--- config.mk ---
export PLATFORM = sky130hd
export DESIGN_NAME = norm_check_top
export DESIGN_NICKNAME = d
export VERILOG_FILES = /design/src/mldsa_norm_pkg.sv /design/src/norm_check_unit.sv /design/src/norm_check_ctrl.sv /design/src/norm_check_top.sv
export SDC_FILE = /design/constraint.sdc
export NUM_CORES = 1
export LEC_CHECK = 0
export BUFFER_PORTS_ARGS = -buffer_cell sky130_fd_sc_hd__buf_2
export CORE_ASPECT_RATIO = 1.2
export CORE_MARGIN = 3
export CORE_UTILIZATION = 30
export CTS_CLUSTER_DIAMETER = 80
export DETAILED_ROUTE_END_ITERATION = 10
export PLACE_DENSITY_LB_ADDON = 0.25
export SKIP_LAST_GASP = 1
export SLEW_MARGIN = 20
export SYNTH_ARGS = -nofsm -noshare
export SYNTH_HDL_FRONTEND = slang
export SYNTH_HIERARCHICAL = 1
export SYNTH_SLANG_ARGS = --single-unit
--- constraint.sdc ---
create_clock -name clk -period 4.24 [get_ports clk]
set_clock_uncertainty 0.15 [all_clocks]
set_input_delay 0.848 -clock clk [delete_from_list [all_inputs] [get_ports clk]]
set_output_delay 0.848 -clock clk [all_outputs]
set_load 0.02 [all_outputs]
--- src/mldsa_norm_pkg.sv ---
// ####################################################################
// ML-DSA-87 only. Bounds assume a 23-bit coefficient in [0, q)
// Mode code 3 is reserved and is handled like the ct0 check
// ####################################################################
package mldsa_norm_pkg;

    // Field modulus and the split point for centered values
    localparam logic [22:0] mldsa_q = 23'd8380417;
    localparam logic [22:0] half_q  = 23'd4190208;

    // Memory word layout, four 24-bit lanes with the coefficient in the low 23 bits
    localparam int reg_size        = 24;
    localparam int coeff_width     = reg_size - 1;
    localparam int coeffs_per_word = 4;
    localparam int data_width      = coeffs_per_word * reg_size;

    // One polynomial of 256 coefficients fills 64 words
    localparam int words_per_poly = 64;
    localparam int word_cnt_width = $clog2(words_per_poly);
    localparam int mem_addr_width = 10;
    localparam int mem_depth      = 2 ** mem_addr_width;

    // Check selection codes
    localparam logic [1:0] mode_z   = 2'd0;
    localparam logic [1:0] mode_r0  = 2'd1;
    localparam logic [1:0] mode_ct0 = 2'd2;

    // Vector lengths, L for z and K for r0 and ct0
    localparam int num_poly_l     = 7;
    localparam int num_poly_k     = 8;
    localparam int poly_cnt_width = $clog2(num_poly_k);

    // Bounds on the centered magnitude; a value at or above the bound fails
    // gamma1 minus beta
    localparam logic [22:0] bound_z   = 23'd524168;
    // gamma2 minus beta
    localparam logic [22:0] bound_r0  = 23'd261768;
    // gamma2
    localparam logic [22:0] bound_ct0 = 23'd261888;

    // Controller states
    localparam logic [1:0] st_idle = 2'd0;
    localparam logic [1:0] st_read = 2'd1;
    localparam logic [1:0] st_done = 2'd2;

endpackage

--- src/norm_check_unit.sv ---
// ####################################################################
// Purely combinational. The coefficient must already be reduced mod q
// ####################################################################
module norm_check_unit
    import mldsa_norm_pkg::*;
(
    input  logic                   enable,
    input  logic [1:0]             mode,
    input  logic [coeff_width-1:0] coeff,
    output logic                   invalid
);

    logic [coeff_width-1:0] magnitude;
    logic [coeff_width-1:0] bound;

    // Values above (q-1)/2 stand for negative numbers, so fold them back
    // to get the absolute value of the centered representative
    always_comb begin
        if (coeff > half_q) begin
            magnitude = mldsa_q - coeff;
        end else begin
            magnitude = coeff;
        end
    end

    // Pick the bound for the active check
    // The reserved code falls through to the ct0 bound
    always_comb begin
        case (mode)
            mode_z: begin
                bound = bound_z;
            end
            mode_r0: begin
                bound = bound_r0;
            end
            default: begin
                bound = bound_ct0;
            end
        endcase
    end

    // Only flag while a valid read word is on the bus, otherwise
    // leftover memory data would poison the sticky flag
    assign invalid = enable & (magnitude >= bound);

endmodule

--- src/norm_check_ctrl.sv ---
// ####################################################################
// Reads one word per cycle with no gaps; start is ignored unless idle
// Mode and base address must be held stable for the whole check
// ####################################################################
module norm_check_ctrl
    import mldsa_norm_pkg::*;
(
    input  logic                      clk,
    input  logic                      reset_n,
    input  logic                      zeroize,
    input  logic                      norm_check_enable,
    input  logic [1:0]                mode,
    input  logic                      shuffling_enable,
    input  logic [word_cnt_width-1:0] randomness,
    input  logic [mem_addr_width-1:0] mem_base_addr,
    output logic                      mem_rd_en,
    output logic [mem_addr_width-1:0] mem_rd_addr,
    output logic                      check_enable,
    output logic                      norm_check_done
);

    logic [1:0]                state;
    logic [poly_cnt_width-1:0] poly_cnt;
    logic [poly_cnt_width-1:0] last_poly;
    logic [word_cnt_width-1:0] word_cnt;
    logic [word_cnt_width-1:0] start_off;
    logic [word_cnt_width-1:0] word_off;
    logic [word_cnt_width-1:0] next_off;
    logic                      start_req;
    logic                      last_word;
    logic                      last_vec_word;

    // A start only counts when nothing is in flight
    assign start_req = (state == st_idle) && norm_check_enable;

    assign last_word     = (word_cnt == word_cnt_width'(words_per_poly - 1));
    assign last_vec_word = last_word && (poly_cnt == last_poly);

    // Offset for the next polynomial, drawn fresh when shuffling is on
    assign next_off = shuffling_enable ? randomness : '0;

    // State machine: idle, one read cycle per word, then a single done cycle
    always_ff @(posedge clk or negedge reset_n) begin
        if (!reset_n) begin
            state <= st_idle;
        end else if (zeroize) begin
            state <= st_idle;
        end else begin
            case (state)
                st_idle: begin
                    if (start_req) begin
                        state <= st_read;
                    end
                end
                st_read: begin
                    if (last_vec_word) begin
                        state <= st_done;
                    end
                end
                default: begin
                    state <= st_idle;
                end
            endcase
        end
    end

    // Word and polynomial counters plus the per-polynomial start offset
    always_ff @(posedge clk or negedge reset_n) begin
        if (!reset_n) begin
            poly_cnt  <= '0;
            last_poly <= '0;
            word_cnt  <= '0;
            start_off <= '0;
        end else if (zeroize) begin
            poly_cnt  <= '0;
            last_poly <= '0;
            word_cnt  <= '0;
            start_off <= '0;
        end else if (start_req) begin
            poly_cnt  <= '0;
            word_cnt  <= '0;
            start_off <= next_off;
            // z walks L polynomials, r0 and ct0 walk K
            if (mode == mode_z) begin
                last_poly <= poly_cnt_width'(num_poly_l - 1);
            end else begin
                last_poly <= poly_cnt_width'(num_poly_k - 1);
            end
        end else if (state == st_read) begin
            // The word counter wraps to zero on its own at the end of a polynomial
            word_cnt <= word_cnt + 1'b1;
            if (last_word) begin
                poly_cnt  <= poly_cnt + 1'b1;
                start_off <= next_off;
            end
        end
    end

    // Offset arithmetic wraps inside the polynomial, so every word is hit once
    assign word_off = word_cnt + start_off;

    assign mem_rd_addr = mem_base_addr + mem_addr_width'({poly_cnt, word_off});

    assign mem_rd_en       = (state == st_read);
    assign check_enable    = (state == st_read);
    assign norm_check_done = (state == st_done);

endmodule

--- src/norm_check_top.sv ---
// ####################################################################
// Expects read data exactly one cycle after each request
// invalid is only meaningful in the cycle where norm_check_done is high
// ####################################################################
module norm_check_top
    import mldsa_norm_pkg::*;
(
    input  logic                      clk,
    input  logic                      reset_n,
    input  logic                      zeroize,
    input  logic                      norm_check_enable,
    input  logic [1:0]                mode,
    input  logic                      shuffling_enable,
    input  logic [word_cnt_width-1:0] randomness,
    input  logic [mem_addr_width-1:0] mem_base_addr,
    input  logic [data_width-1:0]     mem_rd_data,
    output logic                      mem_rd_en,
    output logic [mem_addr_width-1:0] mem_rd_addr,
    output logic                      invalid,
    output logic                      norm_check_ready,
    output logic                      norm_check_done
);

    logic [coeffs_per_word-1:0] unit_invalid;
    logic                       check_enable;
    logic                       check_enable_reg;
    logic                       ctrl_done;

    // One check unit per lane; the top bit of each 24-bit lane is unused
    for (genvar i = 0; i < coeffs_per_word; i++) begin : g_unit
        norm_check_unit u_unit (
            .enable  (check_enable_reg),
            .mode    (mode),
            .coeff   (mem_rd_data[i*reg_size +: coeff_width]),
            .invalid (unit_invalid[i])
        );
    end

    norm_check_ctrl u_ctrl (
        .clk               (clk),
        .reset_n           (reset_n),
        .zeroize           (zeroize),
        .norm_check_enable (norm_check_enable),
        .mode              (mode),
        .shuffling_enable  (shuffling_enable),
        .randomness        (randomness),
        .mem_base_addr     (mem_base_addr),
        .mem_rd_en         (mem_rd_en),
        .mem_rd_addr       (mem_rd_addr),
        .check_enable      (check_enable),
        .norm_check_done   (ctrl_done)
    );

    // Line up the enable with the registered memory output
    always_ff @(posedge clk or negedge reset_n) begin
        if (!reset_n) begin
            check_enable_reg <= 1'b0;
        end else if (zeroize) begin
            check_enable_reg <= 1'b0;
        end else begin
            check_enable_reg <= check_enable;
        end
    end

    // Sticky flag over the whole vector
    // It is cleared right after done so the next check starts clean
    always_ff @(posedge clk or negedge reset_n) begin
        if (!reset_n) begin
            invalid <= 1'b0;
        end else if (zeroize || norm_check_done) begin
            invalid <= 1'b0;
        end else begin
            invalid <= invalid | (|unit_invalid);
        end
    end

    // The controller's done comes one cycle early, since the last word
    // is still being absorbed into the flag; ready follows done by one
    // more cycle to leave room for the flag to be captured upstream
    always_ff @(posedge clk or negedge reset_n) begin
        if (!reset_n) begin
            norm_check_done  <= 1'b0;
            norm_check_ready <= 1'b0;
        end else if (zeroize) begin
            norm_check_done  <= 1'b0;
            norm_check_ready <= 1'b0;
        end else begin
            norm_check_done  <= ctrl_done;
            norm_check_ready <= norm_check_done;
        end
    end

endmodule

Word level (Yosys, flattened, before mapping):

Index checks and enable logic that the tools add are counted.

* output and inout bits: 14
* ROM bits: 0
* memories kept: 0
* latch bits: 0
* input bits: 119
* register bits after elaboration: 24
* bits in writable memories: 0
* logic and storage cells: 76

* shifts and indexed selects: 0
* $add $sub $neg: 8
* reduce and logical (&&, ||, !) cells: 11
* bitwise gates (word level): 5
* equal/unequal tests: 7
* muxes and demuxes: 28
* $mul: 0
* divide/modulo/power cells: 0
* magnitude comparators: 8

Operators by type and width (count)
* greater-than comparator 23 x 22 -> 1 bit (second input constant): 4
* 2-to-1 mux 23 bit: 4
* subtractor 23 bit (first input constant): 4
* >= comparator 23 bit: 3
* 2-to-1 mux 6 bit: 8
* one-hot mux 19 bit (2 select lines): 1
* >= comparator 23 x 19 -> 1 bit: 1
* 2-to-1 mux 3 bit: 6
* adder 10 x 9 -> 10 bit: 1
* adder 6 x 1 -> 6 bit (second input constant): 1
* adder 6 bit: 1
* == test 6 bit (second input constant): 1
* 2-to-1 mux 2 bit: 3
* != test 3 x 2 -> 1 bit (second input constant): 2
* nonzero test 3 bit: 2
* 2-to-1 mux 1 bit: 5
* bitwise AND 1 bit: 4
* == test 2 x 1 -> 1 bit (second input constant): 2
* logical NOT 2 bit: 2
* one-hot mux 2 bit (2 select lines): 1
* AND reduction 2 bit: 2
* OR reduction 4 bit: 1
* adder 3 x 1 -> 3 bit (second input constant): 1
* == test 3 bit: 1
* other kinds (5): 6

Logic depth before layout (Yosys ltp):

* word-level depth: 7
* mapped depth: 15
* depth with buffers taken out: 14

By module:

Netlist, hierarchy kept.

Modules (own cells, without submodules)
* norm_check_unit at g_unit[0].u_unit ...: cells each 107, instances 3, area an instance 733.2 um^2
* norm_check_ctrl: cells each 160, instances 1, area an instance 1480.2 um^2
* norm_check_unit at g_unit[1].u_unit: cells each 104, instances 1, area an instance 747.0 um^2
* norm_check_top: cells each 10, instances 1, area an instance 135.1 um^2

Worst setup path before layout:

OpenSTA, ideal clock, no wires.

* path kind: reg2out
* from: register u_ctrl.word_cnt[0]
* to: output port mem_rd_addr[9]
* arrival: 2690 ps
* stages on the path, launching flop included: 11
* setup slack: 552 ps
* buffers on the path: 0
* data required time: 3242 ps
* cells stage by stage: dfrtp_1 ha_1 fa_1 a21o_1 a21oi_1 xnor2_1 ha_1 nand3_2 o2111a_1 or3b_1 nand3_1

* word-level cells in the longest chain between the ends: 2

Ends and longest elaborated chain
* start, declared: line norm_check_ctrl.sv:25 `logic [word_cnt_width-1:0] word_cnt;`
* start signal, assigned: line norm_check_ctrl.sv:91 `word_cnt <= word_cnt + 1'b1;`
* adder 6 bit: line norm_check_ctrl.sv:100 `assign word_off = word_cnt + start_off;`
* adder 10 x 9 -> 10 bit: line norm_check_ctrl.sv:102 `assign mem_rd_addr = mem_base_addr + mem_addr_width'({poly_cnt, word_off});`
* end, declared: line norm_check_top.sv:18 `output logic [mem_addr_width-1:0] mem_rd_addr,`

No other way between the ends.

Final worst setup path:

Same ends and word-level chain as after synthesis.

==> impl_metrics.tcl <==
set metrics [dict create \
    syn_inst 595 \
    final_hold_viol_count 0 \
    timing.hold.ws_ps 303 \
    crit_type "register to output port" \
    row_count 48 \
    start_util 0.311 \
    synthTopCellsByArea "dfrtp_1, ha_1, xnor2_1, nand2_1, o21ai_0" \
    nets 874 \
    ys_async_sr_fraction 1.00 \
    grt_pass1_vias 4878 \
    synth_xor_area_frac 0.0749 \
    cts.sinks 23 \
    muxShareOfSynthArea 0.0219 \
    drc 0 \
    synth_fa_ha_area_frac 0.108 \
    synth_top_area_frac 0.126 \
    mostFrequentLayoutCell "buf_2" \
    vias 4990 \
    critPathTopFamily "adder cells" \
    regToRegEndpoint "u_ctrl/start_off[1]" \
    final_util 0.374 \
    holdBufCountCts 0 \
    synth-edff-count 0 \
    synth-seq-cells 23 \
    pwr-share-seq 0.271 \
    min_period_ps 4090 \
    p_clk_frac 0.238 \
    critPathMaxStageDelay_ps 430 \
    synth_area_um2 4560 \
    dp_cells 910 \
    synth_compound_area_frac 0.255 \
    fin_crit_sh 0.964 \
    nFillCells 1562 \
    path_buf_inv 1 \
    path_depth 11 \
    clkTransAtPathRegs_ps 60 \
    rrSetupSlack_ps 2200 \
    ir_worst_vdd_mv 0.139 \
    most-common-layout-cells "buf_2, nand2_1, nor2_1" \
    final_max_slew_viol_count 0 \
    overflow 0 \
    io_buffers 128 \
    antenna_found_initial 0 \
    synth-seq-area-share 0.126 \
    vias_per_cell 5.45 \
    hp-class "register to register" \
    synth_simple_gate_area_frac 0.366 \
    synth_fp_nets 752 \
    drt_iter0_drc 365 \
    die_area_um2 16700 \
    relSlewSlack 0.538 \
    yosysTopAreaCell "dfrtp_1" \
    regArea_um2 577 \
    internal_power_mw 0.540 \
    die_h_um 141 \
    synth.avg_cell_area_um2 7.67 \
    ys_warn_count 6 \
    die_x_um 119 \
    place_congestion 0.863 \
    clock-root-buffer "clkbuf_16" \
    synth_cell_types 76 \
    cts_tree "built" \
    synth_top_family_by_area "simple AND/OR/NAND/NOR gates" \
    grt_usage 0.156 \
    finalNonFillerCells 916 \
    r2r-start "u_ctrl/word_cnt[1]" \
    critPathSlowestCell "dfrtp_2" \
    required_ps 3240 \
    multi_input_area_um2 3780 \
    status "finished clean" \
    switching_share 0.378 \
    maxCapViolCount 0 \
    critPathCaptureType "output port" \
    pin_count 133 \
    wl_um 13600 \
    cp-startpoint "u_ctrl/word_cnt[0]" \
    wl_per_cell_um 14.9 \
    power_density_nw_per_um2 159 \
    diodes 0 \
    htree_levels 1 \
    cts_made_buffers 3 \
    max_freq_mhz 245 \
    hold_depth 1 \
    cp_max_fo 5 \
    worstHoldStart "norm_check_done" \
    clock_path_buffers 2 \
    grt_first_pass_wirelength_um 22700 \
    coreArea_um2 14700 \
    reg_top3 "u_ctrl/start_off x6, u_ctrl/word_cnt x6, u_ctrl/poly_cnt x3" \
    worst_pin_slew_ps 692 \
    setup_viol 0 \
    min_delay_worst_endpoint "invalid" \
    insertion_delay_ps 260 \
    rsz0062_at_grt "true" \
    worstRegToRegCells 4 \
    drive_gt1_frac 0.253 \
    p_sw_mw 0.328 \
    grt_max_degree 24 \
    dp_hpwl_um 11200 \
    dr.pass1.iters 5 \
    start_kind "register" \
    crit_arrival_ps 3090 \
    p_leak_nw 2.39 \
    syn_to_final_growth_pct 20.0 \
    crit_chain "ha_1 > fa_2 > a21o_1 > a21oi_1 > xnor2_1 > ha_2 > nand3_2 > o2111a_1 > or3b_1 > nand3_1 > buf_2" \
    ys.flop_type "dfrtp_1" \
    drtAntennaViolNets 0 \
    pwr-share-comb 0.491 \
]
## cell usage after synthesis, types with 5 or more instances
cell type   n
a211oi_1    5
a21o_1     15
a21oi_1    17
a21oi_2     7
a32oi_1     9
and2_1      7
and3_1      5
and4_1      9
buf_2       8
buf_6       6
dfrtp_1    23
ha_1       36
inv_1      22
mux2i_1    10
nand2_1    56
nand2b_1   12
nand3_1    19
nand4_1    20
nand4b_1    8
nor2_1     46
nor2b_1    22
nor3_1     27
nor4_4      7
nor4b_1     8
o211ai_1    6
o21ai_0    42
o31ai_1     6
o32a_1      5
or2_2       6
xnor2_1    30
xor2_1      9
## what timing repair did
item / CTS / global route
resized for setup: 0 / 7
setup buffers: 0 / 2
endpoints found under the setup margin: 0 / 3
## routing by layer
metal,share of wire,global-route usage,vias to the layer above
met5,0,0,-
met4,0.010,0.0336,0
met3,0.047,0.0189,10
met2,0.50,0.278,139
met1,0.45,0.201,2326
li1,-,-,2515
## cells by family after synthesis
kind of cell	after synthesis
buf+inv	42
flops	23
fa+ha+maj	38
compound gates	160
mux	10
xor+xnor	39
simple gates	283
## how the worst max path moves through the flow
stage | to | slack (ps)
detailed placement | invalid | 60
global placement | invalid | 210
floorplan | mem_rd_addr[9] | 550
finish | mem_rd_addr[9] | 150
global route | mem_rd_addr[9] | -30
CTS | mem_rd_addr[9] | 10
## layout make-up
type	count	share of cell area
Sequential cell	23	0.105
Tap cell	200	0.0457
Multi-Input combinational cell	530	0.690
Inverter	22	0.0151
Timing Repair Buffer	137	0.129
Clock inverter	1	0.000914
Clock buffer	3	0.0137
## stage by stage
step	power (mW)	area [µm²]	TNS (ps)	setup WS (ps)
detailed placement	0.660	5370	0	56.0
global route	0.937	5480	-25.6	-25.6
global placement	0.650	5370	0	212
CTS	0.873	5450	0	14.4
floorplan	0.500	4560	0	552
finish	0.869	5480	0	151
## power groups by stage
stage	combinational [mW]	clock, mW	sequential [mW]
after floorplan	0.262	0	0.238
after global placement	0.410	0	0.239
after detailed placement	0.421	0	0.240
after CTS	0.424	0.213	0.236
after global routing	0.476	0.225	0.237
final	0.426	0.207	0.236
(Power assumes the default switching activity.)
